==> config.mk <==
export PLATFORM = sky130hd
export DESIGN_NAME = cpu_top
export DESIGN_NICKNAME = d
export VERILOG_FILES = /design/src/common/cpu_pkg.sv /design/src/cpu_top.sv /design/src/execute_unit.sv /design/src/fetch_unit.sv /design/src/hazard_unit.sv /design/src/instr_decoder.sv /design/src/memory_stage.sv /design/src/register_file.sv
export SDC_FILE = /design/constraint.sdc
export NUM_CORES = 1
export LEC_CHECK = 0
export ABC_CLOCK_PERIOD_IN_PS = 5000
export BUFFER_PORTS_ARGS = -buffer_cell sky130_fd_sc_hd__buf_2
export CAP_MARGIN = 5
export CORE_MARGIN = 2
export CORE_UTILIZATION = 32
export CTS_CLUSTER_DIAMETER = 60
export DETAILED_ROUTE_END_ITERATION = 8
export SYNTH_ARGS = -nofsm -noshare
export SYNTH_HDL_FRONTEND = slang
export SYNTH_HIERARCHICAL = 1
export SYNTH_SLANG_ARGS = --single-unit
==> constraint.sdc <==
create_clock -name Clock -period 5 [get_ports Clock]
set_input_delay 0.75 -clock Clock [delete_from_list [all_inputs] [get_ports Clock]]
set_output_delay 0.75 -clock Clock [all_outputs]
set_load 0.1 [all_outputs]
==> src/common/cpu_pkg.sv <==
// shared definitions for the 16-bit five-stage pipelined processor
// widths, instruction encodings, flags and the payloads passed between stages
// every RTL file refers to these by scoped name
package cpu_pkg;

    localparam int WORD_SIZE   = 16;
    localparam int REG_BITS    = 3;
    localparam int NUM_REGS    = 8;
    localparam int OPCODE_BITS = 3;
    localparam int IMM_BITS    = 9;

    typedef logic [WORD_SIZE-1:0] word_t;
    typedef logic [REG_BITS-1:0]  reg_idx_t;

    // opcode field, bits 15:13 of the instruction word
    typedef enum logic [OPCODE_BITS-1:0] {
        OP_MV  = 3'b000,
        OP_BCC = 3'b001,
        OP_ADD = 3'b010,
        OP_SUB = 3'b011,
        OP_LD  = 3'b100,
        OP_ST  = 3'b101,
        OP_CMP = 3'b111
    } opcode_t;

    // branch condition, carried in the rX field of a bcc
    typedef enum logic [2:0] {
        COND_NONE = 3'd0,
        COND_EQ   = 3'd1,
        COND_NE   = 3'd2,
        COND_CC   = 3'd3,
        COND_CS   = 3'd4,
        COND_PL   = 3'd5,
        COND_MI   = 3'd6
    } cond_t;

    typedef enum logic [1:0] {
        ALU_PASS = 2'd0,
        ALU_ADD  = 2'd1,
        ALU_SUB  = 2'd2
    } alu_op_t;

    typedef struct packed {
        logic negative;
        logic zero;
        logic carry; // borrow after cmp
    } flags_t;

    // decode stage register, input of execute
    typedef struct packed {
        logic     valid;
        alu_op_t  alu_op;
        word_t    op1;
        word_t    op2;
        reg_idx_t rx;
        logic     writeback;
        logic     read;
        logic     write;
        logic     update_flags;
        cond_t    cond;
        logic     is_branch;
    } decoded_t;

    // execute and memory stage registers
    typedef struct packed {
        logic     valid;
        logic     is_branch;
        logic     writeback;
        reg_idx_t rx;
        logic     read;
        logic     write;
        word_t    result;     // alu result, or data address for ld/st
        word_t    store_data;
    } stage_t;

endpackage

==> src/cpu_top.sv <==
// top level of the five-stage pipelined processor
// connects fetch, decode, execute and memory stages with the register file
// and the hazard logic; instruction and data buses go straight to the pins
`timescale 1ns/10ps

module cpu_top (
    input  logic           Clock,
    input  logic           Reset,
    input  cpu_pkg::word_t InstrIn,
    input  cpu_pkg::word_t DataIn,
    input  logic           DataDone,
    output cpu_pkg::word_t InstrAddr,
    output cpu_pkg::word_t DataAddr,
    output cpu_pkg::word_t DataOut,
    output logic           ReadData,
    output logic           WriteData
);

    cpu_pkg::word_t    fetch_word;
    cpu_pkg::word_t    fetch_pc;
    cpu_pkg::reg_idx_t rf_raddr_a;
    cpu_pkg::reg_idx_t rf_raddr_b;
    cpu_pkg::word_t    rf_rdata_a;
    cpu_pkg::word_t    rf_rdata_b;
    cpu_pkg::reg_idx_t src_a;
    cpu_pkg::reg_idx_t src_b;
    logic              uses_rx;
    logic              uses_ry;
    logic              dec_is_branch;
    cpu_pkg::decoded_t dec_out;
    cpu_pkg::stage_t   exe_out;
    cpu_pkg::stage_t   mem_out;
    logic              stall_decode;
    logic              flush_fetch;
    logic              mem_busy;       // memory stage waiting on DataDone
    logic              branch_done;
    cpu_pkg::word_t    branch_target;
    logic              wb_en;
    cpu_pkg::reg_idx_t wb_addr;
    cpu_pkg::word_t    wb_data;

    fetch_unit u_fetch (
        .Clock(Clock), .Reset(Reset), .InstrIn(InstrIn),
        .stall(stall_decode), .hold(mem_busy), .flush_fetch(flush_fetch),
        .branch_done(branch_done), .branch_target(branch_target),
        .InstrAddr(InstrAddr), .fetch_word(fetch_word), .fetch_pc(fetch_pc)
    );

    instr_decoder u_decode (
        .Clock(Clock), .Reset(Reset), .fetch_word(fetch_word), .fetch_pc(fetch_pc),
        .rf_rdata_a(rf_rdata_a), .rf_rdata_b(rf_rdata_b),
        .stall_decode(stall_decode), .hold(mem_busy),
        .rf_raddr_a(rf_raddr_a), .rf_raddr_b(rf_raddr_b),
        .src_a(src_a), .src_b(src_b), .uses_rx(uses_rx), .uses_ry(uses_ry),
        .dec_is_branch(dec_is_branch), .dec_out(dec_out)
    );

    hazard_unit u_hazard (
        .src_a(src_a), .src_b(src_b), .uses_rx(uses_rx), .uses_ry(uses_ry),
        .dec_is_branch(dec_is_branch),
        .dec_wb(dec_out.writeback), .dec_rx(dec_out.rx), .dec_br(dec_out.is_branch),
        .exe_wb(exe_out.writeback), .exe_rx(exe_out.rx), .exe_br(exe_out.is_branch),
        .mem_wb(mem_out.writeback), .mem_rx(mem_out.rx), .mem_br(mem_out.is_branch),
        .stall_decode(stall_decode), .flush_fetch(flush_fetch)
    );

    register_file u_regs (
        .Clock(Clock), .Reset(Reset),
        .raddr_a(rf_raddr_a), .raddr_b(rf_raddr_b),
        .wb_en(wb_en), .wb_addr(wb_addr), .wb_data(wb_data),
        .rdata_a(rf_rdata_a), .rdata_b(rf_rdata_b)
    );

    execute_unit u_execute (
        .Clock(Clock), .Reset(Reset), .dec_out(dec_out), .hold(mem_busy),
        .exe_out(exe_out), .branch_done(branch_done), .branch_target(branch_target)
    );

    memory_stage u_memory (
        .Clock(Clock), .Reset(Reset), .exe_out(exe_out),
        .DataIn(DataIn), .DataDone(DataDone),
        .DataAddr(DataAddr), .DataOut(DataOut),
        .ReadData(ReadData), .WriteData(WriteData),
        .mem_busy(mem_busy), .mem_out(mem_out),
        .wb_en(wb_en), .wb_addr(wb_addr), .wb_data(wb_data)
    );

endmodule

==> src/execute_unit.sv <==
// execute stage: ALU, NZC flag register and branch resolution
// a branch in this stage reports its resume address on branch_done
`timescale 1ns/10ps

module execute_unit (
    input  logic              Clock,
    input  logic              Reset,
    input  cpu_pkg::decoded_t dec_out,
    input  logic              hold,
    output cpu_pkg::stage_t   exe_out,
    output logic              branch_done,
    output cpu_pkg::word_t    branch_target
);

    logic [cpu_pkg::WORD_SIZE:0] sum; // top bit is carry, or borrow for sub
    cpu_pkg::flags_t             flags_q;
    logic                        cond_met;
    cpu_pkg::stage_t             exe_next;

    always_comb begin
        case (dec_out.alu_op)
            cpu_pkg::ALU_ADD: sum = {1'b0, dec_out.op1} + {1'b0, dec_out.op2};
            cpu_pkg::ALU_SUB: sum = {1'b0, dec_out.op1} - {1'b0, dec_out.op2};
            default:          sum = {1'b0, dec_out.op2};
        endcase
    end

    always_comb begin
        case (dec_out.cond)
            cpu_pkg::COND_EQ: cond_met = flags_q.zero;
            cpu_pkg::COND_NE: cond_met = !flags_q.zero;
            cpu_pkg::COND_CC: cond_met = !flags_q.carry;
            cpu_pkg::COND_CS: cond_met = flags_q.carry;
            cpu_pkg::COND_PL: cond_met = !flags_q.zero && !flags_q.negative;
            cpu_pkg::COND_MI: cond_met = !flags_q.zero && flags_q.negative;
            default:          cond_met = 1'b1;
        endcase
    end

    assign branch_done   = dec_out.valid && dec_out.is_branch && !hold;
    assign branch_target = cond_met ? sum[cpu_pkg::WORD_SIZE-1:0] : dec_out.op1;

    always_comb begin
        exe_next            = '0;
        exe_next.valid      = dec_out.valid;
        exe_next.is_branch  = dec_out.is_branch;
        exe_next.writeback  = dec_out.writeback;
        exe_next.rx         = dec_out.rx;
        exe_next.read       = dec_out.read;
        exe_next.write      = dec_out.write;
        exe_next.result     = sum[cpu_pkg::WORD_SIZE-1:0];
        exe_next.store_data = dec_out.op1; // rX value for st
    end

    always_ff @(posedge Clock or posedge Reset) begin
        if (Reset) begin
            exe_out <= '0;
            flags_q <= '0;
        end else if (!hold) begin
            exe_out <= exe_next;
            if (dec_out.valid && dec_out.update_flags) begin
                flags_q.negative <= sum[cpu_pkg::WORD_SIZE-1];
                flags_q.zero     <= (sum[cpu_pkg::WORD_SIZE-1:0] == '0);
                flags_q.carry    <= sum[cpu_pkg::WORD_SIZE];
            end
        end
    end

endmodule

==> src/fetch_unit.sv <==
// fetch stage: program counter and fetch register
// instruction memory is read combinationally at InstrAddr
`timescale 1ns/10ps

module fetch_unit (
    input  logic           Clock,
    input  logic           Reset,
    input  cpu_pkg::word_t InstrIn,
    input  logic           stall,         // decode stall, fetch holds
    input  logic           hold,          // memory back-pressure
    input  logic           flush_fetch,
    input  logic           branch_done,
    input  cpu_pkg::word_t branch_target,
    output cpu_pkg::word_t InstrAddr,
    output cpu_pkg::word_t fetch_word,
    output cpu_pkg::word_t fetch_pc
);

    cpu_pkg::word_t pc;

    assign InstrAddr = pc;

    always_ff @(posedge Clock or posedge Reset) begin
        if (Reset) begin
            pc         <= '0;
            fetch_word <= '0;
            fetch_pc   <= '0;
        end else if (branch_done) begin
            pc <= branch_target; // resume address, taken or not
        end else if (!hold && !stall) begin
            if (flush_fetch) begin
                fetch_word <= '0; // the zero word decodes as a no-op
            end else begin
                fetch_word <= InstrIn;
                fetch_pc   <= pc;
                pc         <= pc + 1'b1;
            end
        end
    end

endmodule

==> src/hazard_unit.sv <==
// hazard detection for the pipeline, no forwarding
// stalls decode on read-after-write against any pending register write
// and freezes fetch while a branch travels down the pipe
`timescale 1ns/10ps

module hazard_unit (
    input  cpu_pkg::reg_idx_t src_a,
    input  cpu_pkg::reg_idx_t src_b,
    input  logic              uses_rx,
    input  logic              uses_ry,
    input  logic              dec_is_branch,  // branch sitting in fetch register
    input  logic              dec_wb,
    input  cpu_pkg::reg_idx_t dec_rx,
    input  logic              dec_br,
    input  logic              exe_wb,
    input  cpu_pkg::reg_idx_t exe_rx,
    input  logic              exe_br,
    input  logic              mem_wb,
    input  cpu_pkg::reg_idx_t mem_rx,
    input  logic              mem_br,
    output logic              stall_decode,
    output logic              flush_fetch
);

    logic raw;
    logic branch_in_flight;

    function automatic logic pending(input cpu_pkg::reg_idx_t src);
        return (dec_wb && dec_rx == src) || (exe_wb && exe_rx == src) ||
               (mem_wb && mem_rx == src);
    endfunction

    assign raw              = (uses_rx && pending(src_a)) || (uses_ry && pending(src_b));
    assign branch_in_flight = dec_br || exe_br || mem_br;

    // the branch itself still moves from fetch into decode
    assign stall_decode = raw || branch_in_flight;
    assign flush_fetch  = dec_is_branch || branch_in_flight;

endmodule

==> src/instr_decoder.sv <==
// decode stage: splits the fetched word, reads operands from the register
// file and loads the decode register that feeds execute
// source indices and use bits go to the hazard unit
`timescale 1ns/10ps

module instr_decoder (
    input  logic              Clock,
    input  logic              Reset,
    input  cpu_pkg::word_t    fetch_word,
    input  cpu_pkg::word_t    fetch_pc,
    input  cpu_pkg::word_t    rf_rdata_a,
    input  cpu_pkg::word_t    rf_rdata_b,
    input  logic              stall_decode,
    input  logic              hold,
    output cpu_pkg::reg_idx_t rf_raddr_a,
    output cpu_pkg::reg_idx_t rf_raddr_b,
    output cpu_pkg::reg_idx_t src_a,
    output cpu_pkg::reg_idx_t src_b,
    output logic              uses_rx,
    output logic              uses_ry,
    output logic              dec_is_branch,
    output cpu_pkg::decoded_t dec_out
);

    cpu_pkg::opcode_t  opcode;
    logic              imm_flag;
    cpu_pkg::reg_idx_t rx;
    cpu_pkg::reg_idx_t ry;
    cpu_pkg::word_t    imm_ext;
    logic              legal;
    cpu_pkg::decoded_t dec_next;

    assign opcode   = cpu_pkg::opcode_t'(fetch_word[15:13]);
    assign imm_flag = fetch_word[12];
    assign rx       = fetch_word[11:9];
    assign ry       = fetch_word[2:0];
    assign imm_ext  = {{(cpu_pkg::WORD_SIZE-cpu_pkg::IMM_BITS){fetch_word[cpu_pkg::IMM_BITS-1]}},
                       fetch_word[cpu_pkg::IMM_BITS-1:0]};

    // zero word, opcode 110 and malformed register-form 111 are empty slots
    assign legal = (fetch_word != '0) && (fetch_word[15:13] != 3'b110) &&
                   !((opcode == cpu_pkg::OP_CMP) && !imm_flag && (fetch_word[8:3] != '0));

    assign rf_raddr_a    = rx;
    assign rf_raddr_b    = ry;
    assign src_a         = rx;
    assign src_b         = ry;
    assign dec_is_branch = dec_next.is_branch;

    always_comb begin
        dec_next = '0;
        uses_rx  = 1'b0;
        uses_ry  = 1'b0;
        if (legal) begin
            dec_next.valid = 1'b1;
            dec_next.rx    = rx;
            dec_next.op1   = rf_rdata_a;
            dec_next.op2   = imm_flag ? imm_ext : rf_rdata_b;
            uses_ry        = !imm_flag;
            case (opcode)
                cpu_pkg::OP_MV: begin
                    dec_next.alu_op    = cpu_pkg::ALU_PASS;
                    dec_next.writeback = 1'b1;
                end
                cpu_pkg::OP_ADD, cpu_pkg::OP_SUB: begin
                    dec_next.alu_op    = (opcode == cpu_pkg::OP_ADD) ? cpu_pkg::ALU_ADD
                                                                     : cpu_pkg::ALU_SUB;
                    dec_next.writeback = 1'b1;
                    uses_rx            = 1'b1;
                end
                cpu_pkg::OP_LD: begin
                    dec_next.alu_op    = cpu_pkg::ALU_PASS; // op2 is the address
                    dec_next.writeback = 1'b1;
                    dec_next.read      = 1'b1;
                end
                cpu_pkg::OP_ST: begin
                    dec_next.alu_op = cpu_pkg::ALU_PASS;
                    dec_next.write  = 1'b1;
                    uses_rx         = 1'b1;  // store data
                end
                cpu_pkg::OP_CMP: begin
                    dec_next.alu_op       = cpu_pkg::ALU_SUB;
                    dec_next.update_flags = 1'b1;
                    uses_rx               = 1'b1;
                end
                cpu_pkg::OP_BCC: begin
                    // target = address after the branch + offset
                    dec_next.alu_op    = cpu_pkg::ALU_ADD;
                    dec_next.op1       = fetch_pc + 1'b1;
                    dec_next.op2       = imm_ext;
                    dec_next.cond      = cpu_pkg::cond_t'(rx);
                    dec_next.is_branch = 1'b1;
                    uses_ry            = 1'b0;
                end
                default: dec_next = '0;
            endcase
        end
    end

    always_ff @(posedge Clock or posedge Reset) begin
        if (Reset) begin
            dec_out <= '0;
        end else if (!hold) begin
            dec_out <= stall_decode ? '0 : dec_next; // bubble into execute on stall
        end
    end

endmodule

==> src/memory_stage.sv <==
// memory stage: drives the data bus from its register and waits for DataDone
// also the register write port, which fires as the instruction leaves
`timescale 1ns/10ps

module memory_stage (
    input  logic              Clock,
    input  logic              Reset,
    input  cpu_pkg::stage_t   exe_out,
    input  cpu_pkg::word_t    DataIn,
    input  logic              DataDone,
    output cpu_pkg::word_t    DataAddr,
    output cpu_pkg::word_t    DataOut,
    output logic              ReadData,
    output logic              WriteData,
    output logic              mem_busy,
    output cpu_pkg::stage_t   mem_out,   // stage register, seen by hazard logic
    output logic              wb_en,
    output cpu_pkg::reg_idx_t wb_addr,
    output cpu_pkg::word_t    wb_data
);

    logic access;

    assign access   = mem_out.valid && (mem_out.read || mem_out.write);
    assign mem_busy = access && !DataDone; // DataDone ignored with no access

    // bus levels stay put while the register holds
    assign ReadData  = mem_out.valid && mem_out.read;
    assign WriteData = mem_out.valid && mem_out.write;
    assign DataAddr  = access ? mem_out.result : '0;
    assign DataOut   = WriteData ? mem_out.store_data : '0;

    assign wb_en   = mem_out.valid && mem_out.writeback && !mem_busy;
    assign wb_addr = mem_out.rx;
    assign wb_data = mem_out.read ? DataIn : mem_out.result; // load data sampled on DataDone

    always_ff @(posedge Clock or posedge Reset) begin
        if (Reset) begin
            mem_out <= '0;
        end else if (!mem_busy) begin
            mem_out <= exe_out;
        end
    end

endmodule

==> src/register_file.sv <==
// eight general registers, two combinational read ports, one write port
// reads return the value before a write at the same edge
`timescale 1ns/10ps

module register_file (
    input  logic              Clock,
    input  logic              Reset,
    input  cpu_pkg::reg_idx_t raddr_a,
    input  cpu_pkg::reg_idx_t raddr_b,
    input  logic              wb_en,
    input  cpu_pkg::reg_idx_t wb_addr,
    input  cpu_pkg::word_t    wb_data,
    output cpu_pkg::word_t    rdata_a,
    output cpu_pkg::word_t    rdata_b
);

    cpu_pkg::word_t regs [cpu_pkg::NUM_REGS];

    assign rdata_a = regs[raddr_a];
    assign rdata_b = regs[raddr_b];

    always_ff @(posedge Clock or posedge Reset) begin
        if (Reset) begin
            for (int i = 0; i < cpu_pkg::NUM_REGS; i++) begin
                regs[i] <= '0;
            end
        end else if (wb_en) begin
            regs[wb_addr] <= wb_data;
        end
    end

endmodule
# Word-level counts from Yosys, hierarchy flattened

Cells that the tools add are included.

Output and inout port bits: 50
Register bits: 305
Logic and storage cells: 170

$add $sub $neg: 4
Equal/unequal tests: 22
Bitwise logic cells: 6
Multiplexer cells: 36
Reduce and logical (&&, ||, !) cells: 57
Order comparisons: 4

Operators with widths:

| cell                                                                   | number |
|---|---|
| 16-bit two-way mux                                                     | 14 |
| 128-bit bitwise mux                                                    | 1 |
| 16-bit binary-select mux with 3-bit select                             | 2 |
| 46-bit two-way mux                                                     | 2 |
| 32-bit one-hot mux with 2 select lines                                 | 1 |
| 16-bit demux with 3-bit select                                         | 1 |
| 17-bit one-hot mux with 2 select lines                                 | 1 |
| 16-bit by 1-bit adder with 16-bit output (second input constant)       | 2 |
| 1-bit logical AND                                                      | 25 |
| 3-bit equality test                                                    | 6 |
| 3-bit equality test (second input constant)                            | 6 |
| 16-bit by 16-bit adder with 17-bit output                              | 1 |
| 16-bit by 16-bit subtractor with 17-bit output                         | 1 |
| 16-bit logical NOT                                                     | 1 |
| 16-bit nonzero test                                                    | 1 |
| 3-bit by 2-bit equality test with 1-bit output (second input constant) | 4 |
| 4-bit >= comparator (second input constant)                            | 3 |
| 3-bit NOT with 4-bit output                                            | 3 |
| 1-bit logical OR                                                       | 10 |
| 1-bit two-way mux                                                      | 9 |
| 1-bit logical NOT                                                      | 8 |
| 4-bit OR reduction                                                     | 2 |
| 7-bit OR reduction                                                     | 1 |
| 3-bit by 1-bit equality test with 1-bit output (second input constant) | 2 |
| 18 further kinds                                                       | 22 |

# Depth between registers and ports, before layout

Gate-level depths: netlist of the first run.

Depth after elaboration: 13
Mapped depth: 19
Mapped depth without buffers: 18

# Modules after synthesis

The synthesis of the first run kept the hierarchy.

Modules (own cells, without submodules):

| module        | times used | area an instance (um^2) | cells each |
|---|---|---|---|
| register_file | 1          | 7009.2                  | 396 |
| execute_unit  | 1          | 3295.7                  | 350 |
| instr_decoder | 1          | 2521.2                  | 256 |
| fetch_unit    | 1          | 2190.9                  | 210 |
| memory_stage  | 1          | 2023.2                  | 152 |
| hazard_unit   | 1          | 244.0                   | 30 |

# Least setup slack after synthesis of the first run

Ideal clock, no wire load.

Kind: register to register
Start point: register, netlist name u_decode/dec_out[14]
End point: register u_execute/flags_q[1] (netlist bit)
Stages on the path, launching flop included: 16
Slack: 1.029 ns
Path buffers: 1
Period minus slack after synthesis: 3.971 ns
Library setup time: 0.092 ns
Data arrival time: 3.880 ns
Required time: 4.908 ns
Cell sequence: dfrtp_1 > nor3_1 > nand3b_1 > or2_2 > nor4_1 > nor2_1 > xnor2_1 > ha_1 > clkbuf_1 > a32oi_1 > nand2_1 > o41ai_2 > nor2_1 > or4b_1 > or4_1 > o31ai_2

Longest elaborated chain between the ends: 3
Elaborated cells between the ends (all ways): 4
Those cells by class: add/sub (2); mux (1); reduce/logical (1)

RTL lines:

| what                                                                                                        | RTL line                               | RTL |
|---|---|---|
| 16-bit by 16-bit subtractor with 17-bit output or 16-bit by 16-bit adder with 17-bit output (tied branches) | execute_unit.sv:23, execute_unit.sv:22 |  |
| 17-bit one-hot mux with 2 select lines *                                                                    | execute_unit.sv:21                     | `case (dec_out.alu_op)` |
| 16-bit logical NOT *                                                                                        | execute_unit.sv:63                     | `flags_q.zero <= (sum[cpu_pkg::WORD_SIZE-1:0] == '0);` |
| end: declaration                                                                                            | execute_unit.sv:16                     | `cpu_pkg::flags_t flags_q;` |

Every way passes the cells marked *; elsewhere a longest branch is shown, timed or not.
A chain may end at the register's enable or synchronous reset.

# Final worst setup path of the first run

Start point: register, netlist name u_decode/dec_out[14]
End point: register u_execute/flags_q[1] (netlist bit)

Longest elaborated chain between the ends: 3
Elaborated cells between the ends (all ways): 4
Those cells by class: add/sub (2); mux (1); reduce/logical (1)

RTL lines:

| what                                                                                                        | RTL line |
|---|---|
| 16-bit by 16-bit subtractor with 17-bit output or 16-bit by 16-bit adder with 17-bit output (tied branches) | execute_unit.sv:23, execute_unit.sv:22 |
| 17-bit one-hot mux with 2 select lines *                                                                    | execute_unit.sv:21 |
| 16-bit logical NOT *                                                                                        | execute_unit.sv:63 |

Marked as above.

==> results.py, run 1 <==
metrics = {
    "sta": {
        "hold_viol_final": 0,
        "fin_skew_ps": 19.3,
        "worst_pin_slew_ps": 1130,
        "relSlewSlack_pct": 24.5,
        "setup_ws_ps": 543,
        "timing.final.crit_share_pct": 89.1,
        "drv_slew": 0,
        "rsz0062_at_grt": "false",
        "fin_crit_ps": 4460,
        "finalSetupViolCount": 0,
        "clock.fmax_ghz": 0.224,
        "fin_setup_tns_ps": 0,
    },
    "routing": {
        "ant_nets": 0,
        "routedWlPerCell_um": 22.1,
        "drc_errors": 0,
        "dr_total_vias": 11700,
        "via_per_inst": 5.40,
        "totalWireLength_um": 47800,
        "drt_iter0_drc": 839,
        "first_pass_iters": 6,
    },
    "synth": {
        "synth_edf_count": 0,
        "ys_seq_elements": 305,
        "synth_area_um2": 17300,
        "synth-warning-count": 6,
        "ys_seq_area_share_pct": 44.2,
        "synth.avg_cell_area_um2": 12.4,
        "synth_cells": 1394,
        "ys_types": 89,
        "synthFlopType": "dfrtp_1",
        "syn_nets": 1450,
        "postSynth.asyncResetShare_pct": 100,
    },
    "worst_setup_path": {
        "worstPathArrival_ps": 4890,
        "worstSetupPathType": "reg -> reg",
        "worstPathMaxFanout": 5,
        "worst_setup_path_start_kind": "register",
        "cp.required_ps": 5440,
        "rr_worst_depth": 14,
        "end_kind": "register",
    },
    "global_routing": {
        "grt_pass1_wl_um": 74300,
        "overflow": 0,
        "antenna_found_initial": 1,
        "first_global_vias": 12000,
        "grt_max_degree": 90,
        "track_usage_pct": 17.2,
    },
    "hold_path": {
        "min_path_cells": 3,
        "hold_class": "in -> reg",
    },
    "cts": {
        "clock_latency_ps": 550,
        "ctsHtreeMaxLevel": 2,
        "cts.sinks": 305,
        "cts_made_buffers": 37,
        "cts_tree": "done",
        "cts_buffer_depth": 3,
        "clk_pin_slew_worst_paths_ps": 60,
        "cts_resized": 0,
        "post-cts-setup-buffer-count": 0,
        "cts_hold_buffers": 0,
        "clock-root-buffer": "clkbuf_16",
    },
    "placed_design": {
        "numPortBuffers": 84,
        "gp_congestion": 0.901,
        "dp_slack_ps": 636,
        "post_dp_cell_area_um2": 18100,
        "dpl.hpwl_um": 33600,
    },
    "run_status": {
        "status": "finished, final reports clean",
    },
    "floorplan": {
        "die_h_um": 236,
        "fp.dieW_um": 236,
        "initial_core_util_pct": 32.2,
        "die-area_um2": 55900,
        "io_pins": 85,
        "coreArea_um2": 53600,
        "fp-row-count": 85,
    },
    "cells_and_area": {
        "design_area_um2": 19400,
        "syn_to_final_growth_pct": 12.4,
        "layout-drive-gt1-share_pct": 35.8,
        "fill_cells": 5208,
        "nets": 1498,
    },
    "pwr": {
        "leakage_nw": 8.95,
        "vdd_drop_max_mv": 0.322,
        "powerDensity_nw_per_um2": 721,
    },
    "flow_run": {
        "cap_violations": 0,
    },
}
==> cell type report <==
cell class                 instances  area [um^2]  area share [%]
antenna                            2         5.00          0.0258
clock buffer                      49         1030            5.31
clock inverter                    13          236            1.22
inverter                          23         88.8           0.457
multi-input combinational        968         8960            46.1
sequential                       305         7640            39.3
tap                              696          871            4.48
timing repair buffer             107          593            3.05
==> state kept, by name, indices dropped and copies added, names as in the netlist <==
| register | cells |
|---|---|
| u_regs/regs | 128 |
| u_memory/mem_out | 37 |
| u_fetch/fetch_pc | 16 |
| u_decode/dec_out | 46 |
| u_execute/flags_q | 3 |
| u_execute/exe_out | 40 |
| u_fetch/fetch_word | 16 |
| u_memory/wb_addr | 3 |
| u_fetch/InstrAddr | 16 |
==> per-stage QoR <==
step | power (mW) | cells | util (%) | hold WS [ps]
2_1_floorplan | 9.46 | 1394 | - | 433
3_3_place_gp | 11.1 | 2099 | 33.9 | 449
3_5_place_dp | 11.2 | 2099 | 33.9 | 451
4_1_cts | 14.1 | 2161 | 36.2 | 425
5_1_grt | 14.8 | 2162 | 36.2 | 445
6_report | 14.0 | 2163 | 36.2 | 450
==> placed cells by master (no fill, tap or decap), types with 18 or more instances in the layout <==
master	instances
mux2_2	273
dfrtp_1	302
mux4_2	24
nand3b_1	19
xor2_1	22
nor2_1	40
o21ai_0	52
and3_1	19
nand2_1	120
a22o_1	21
a21oi_1	34
xnor2_1	40
mux4_1	38
nand3_1	23
and2_1	18
ha_1	20
buf_2	84
buf_4	23
clkbuf_16	37
==> where the power goes <==
part           switching (mW)  internal [mW]
clock network            1.06           1.76
registers               0.902           3.34
logic                    3.99           2.95
total                    5.95           8.05
==> worst max-delay path, cell delays in order (launching register included) <==
cell and delay [ps]:
dfrtp_1 430, nor3_1 360, nand3b_1 130, or2_2 300, nor4_1 460, a31oi_1 200, xnor2_1 160, ha_1 220
a211oi_1 320, nand2_1 140, o41ai_2 390, nor2_1 100, or4b_1 500, or4_1 420, o31ai_2 190
==> synth_stat cells (all sizes together) (7+ instances only) <==
cell type  instances  area share, %
clkbuf            29           0.64
and2              18           0.65
a22oi             10           0.43
xor2              22            1.1
nor3              18           0.55
a21o              14           0.61
nor2b             12           0.56
a21oi             35            1.0
or3                7           0.28
o31a               7           0.35
nand2b             7           0.30
xnor2             40            2.0
buf               69            3.2
inv               23           0.50
nor2              42           0.94
mux2             281             18
nand4             16           0.72
o31ai              9           0.50
dfrtp            305             44
ha                20            1.4
nand2            122            2.7
and3              19           0.69
nand3             23           0.67
mux4              64            9.2
a22o              21            1.1
nand3b            19           0.83
a211oi             7           0.36
o21ai             56            1.6
nor4              16           0.83
==> worst paths after layout <==
path	start	end	slack (ps)
hold reg to reg	u_execute/exe_out[39]	u_memory/mem_out[39]	460
max in group asynchronous	Reset	u_regs/regs[33]	3260
hold / removal	InstrIn[12]	u_fetch/fetch_word[12]	450
min in group asynchronous	Reset	u_execute/exe_out[18]	570
setup / recovery	u_decode/dec_out[14]	u_execute/flags_q[1]	540
setup reg to reg	u_decode/dec_out[14]	u_execute/flags_q[1]	540
==> kinds of logic after synthesis <==
kind of cell / after synthesis / synth area share [%]
fa+ha+maj: 21 / 1.56
flops: 305 / 44.2
buf+inv: 121 / 4.29
compound gates: 193 / 7.83
xor+xnor: 62 / 3.14
simple gates: 343 / 11.1
mux: 349 / 27.9
==> per-layer routing <==
metal	wire [um]	vias up	track usage [%]	part of all wire, %
met5	0	-	0	0
met4	1460	0	5.87	3.1
met3	1810	81	2.28	3.8
met2	23500	249	29.3	49
met1	21000	6059	22.5	44
li1	-	5282	-	-
Power figures use the tool's default switching activity.
==> run 2: changes to the inputs <==
--- a/config.mk
+++ b/config.mk
@@ -12,6 +12,7 @@
 export CORE_UTILIZATION = 32
 export CTS_CLUSTER_DIAMETER = 60
 export DETAILED_ROUTE_END_ITERATION = 8
+export MAX_ROUTING_LAYER = met4
 export SYNTH_ARGS = -nofsm -noshare
 export SYNTH_HDL_FRONTEND = slang
 export SYNTH_HIERARCHICAL = 1
==> results.py, run 2 (synthesis gave the netlist of run 1 again) <==
metrics = {
    "cts": {
        "ctsHtreeMaxLevel": 2,
        "cts_buffer_depth": 3,
        "cts.sinks": 305,
        "clock-root-buffer": "clkbuf_16",
        "clk_pin_slew_worst_paths_ps": 60,
        "cts_hold_buffers": 0,
        "clock_latency_ps": 540,
        "cts_resized": 0,
        "cts_tree": "done",
        "cts_made_buffers": 36,
        "post-cts-setup-buffer-count": 0,
    },
    "cells_and_area": {
        "nets": 1497,
        "layout-drive-gt1-share_pct": 36.0,
        "syn_to_final_growth_pct": 12.7,
        "final_common_cell": "dfrtp_1",
        "final_cell_mix": "dfrtp_1, mux2_2, nand2_1, buf_2, o21ai_0",
        "largest-register": "u_regs/regs",
        "fin_util_pct": 36.3,
        "top_regs": "u_regs/regs: 128 flops, u_decode/dec_out: 46 flops, u_execute/exe_out: 40 flops",
        "largest_reg_flops": 128,
    },
    "routing": {
        "totalWireLength_um": 48100,
        "first_pass_iters": 5,
        "ant_nets": 0,
        "drt_iter0_drc": 962,
        "via_per_inst": 5.37,
        "routedWlPerCell_um": 22.2,
        "drc_errors": 0,
        "dr_total_vias": 11600,
    },
    "pwr": {
        "vdd_drop_max_mv": 0.293,
        "powerDensity_nw_per_um2": 726,
        "total_power_mw": 14.1,
        "leakage_nw": 8.99,
    },
    "floorplan": {
        "fp-row-count": 85,
        "die_h_um": 236,
        "coreArea_um2": 53600,
        "fp.dieW_um": 236,
        "die-area_um2": 55900,
        "initial_core_util_pct": 32.2,
        "io_pins": 85,
    },
    "worst_setup_path": {
        "cp.required_ps": 5440,
        "worstSetupPathType": "reg -> reg",
        "cp.depth": 14,
        "rr_worst_depth": 14,
        "worst-path-buf-inv": 0,
        "end_kind": "register",
        "worstPathMaxFanout": 7,
        "worst_setup_path_start_kind": "register",
        "worstPathArrival_ps": 4950,
        "worst_path_most_repeated_cell": "nor2_1",
        "crit_chain": "nor3_1 -> nand3b_1 -> or2_2 -> nor4_1 -> nor2_1 -> xnor2_1 -> ha_1 -> a32oi_1 -> nand2_1 -> o41ai_2 -> nor2_1 -> or4b_1 -> or4_1 -> o31ai_2",
        "cpPeakStageDelay_ps": 510,
        "crit_slowest_cell": "or4b_1",
        "cpLargestDelayFamily": "simple AND/OR/NAND/NOR gates",
    },
    "global_routing": {
        "overflow": 0,
        "antenna_found_initial": 3,
        "busiest_layer": "met2",
        "first_global_vias": 11800,
        "grt_max_degree": 90,
        "met1_usage_pct": 22.2,
        "use_met3_pct": 2.55,
        "met2_usage_pct": 29.4,
        "track_usage_pct": 17.7,
        "grt_pass1_wl_um": 73300,
    },
    "sta": {
        "timing.final.crit_share_pct": 90.3,
        "clock.fmax_ghz": 0.222,
        "rsz0062_at_grt": "false",
        "finalSetupViolCount": 0,
        "fin_skew_ps": 22.8,
        "fin_setup_tns_ps": 0,
        "worst_pin_slew_ps": 1130,
        "hold_viol_final": 0,
        "relSlewSlack_pct": 24.8,
        "fin_crit_ps": 4510,
        "drv_slew": 0,
    },
    "placed_design": {
        "dpl.hpwl_um": 33800,
        "gp_congestion": 0.924,
        "numPortBuffers": 84,
    },
    "hold_path": {
        "hold_class": "in -> reg",
        "min_path_cells": 3,
    },
    "run_status": {
        "status": "finished, final reports clean",
    },
    "flow_run": {
        "cap_violations": 0,
    },
}
run 2: cell count changes in the layout (fill, tap and decap cells not counted), moves of 2 or more:
cell      delta
clkinv_4     -2
clkinv_2     +3
inv_8        +2
clkbuf_8     +2
run 2: final cells by class:
| cell class | count | area (um^2) |
|---|---|---|
| Multi-Input combinational cell | 968 | 8960 |
| Antenna cell | 1 | 2.50 |
| Timing Repair Buffer | 107 | 593 |
| Clock inverter | 16 | 278 |
| Fill cell | 5199 | 34100 |
| Clock buffer | 50 | 1050 |
| Inverter | 23 | 88.8 |
| Tap cell | 696 | 871 |
| Sequential cell | 305 | 7640 |
run 2: worst paths after layout:
check / slack (ps) / to / from
max in group asynchronous: 3220 / u_regs/regs[97] / Reset
setup reg to reg: 490 / u_execute/flags_q[1] / u_decode/dec_out[14]
hold reg to reg: 460 / u_memory/mem_out[39] / u_execute/exe_out[39]
min in group asynchronous: 550 / u_memory/mem_out[19] / Reset
hold / removal: 460 / u_fetch/fetch_word[12] / InstrIn[12]
setup / recovery: 490 / u_execute/flags_q[1] / u_decode/dec_out[14]
run 2: report_power, final:
part | switching [mW] | total, mW | internal (mW) | leakage (nW)
logic | 4.03 | 6.97 | 2.94 | 4.27
clock network | 1.08 | 2.93 | 1.85 | 0.655
registers | 0.894 | 4.23 | 3.34 | 4.06
total | 6.01 | 14.1 | 8.13 | 8.99
run 2: routing by layer:
layer	part of all wire [%]	vias to the layer above
li1	-	5267
met1	44	5998
met4	3.0	0
met5	0	-
met3	3.9	71
met2	49	290
run 2: worst reg2reg max path: cells and delay by family, from the launching register on:
kind | cells | cell delay (ps)
AND/OR/NAND/NOR | 9 | 2620
AO/OA/AOI/OAI | 3 | 820
adder cells (fa/ha/maj) | 1 | 380
XOR/XNOR | 1 | 150
flip-flops | 1 | 440
run 2: metrics by stage:
| stage | setup WS [ps] | cells | hold WS [ps] | cell area [um^2] |
|---|---|---|---|---|
| 6_report | 485 | 2166 | 455 | 19500 |
| 5_1_grt | 127 | 2166 | 462 | 19500 |
| 4_1_cts | 535 | 2165 | 449 | 19500 |
| 3_5_place_dp | 564 | 2099 | 445 | 18100 |
| 3_3_place_gp | 644 | 2099 | 450 | 18100 |
| 2_1_floorplan | 837 | 1394 | 433 | 17300 |
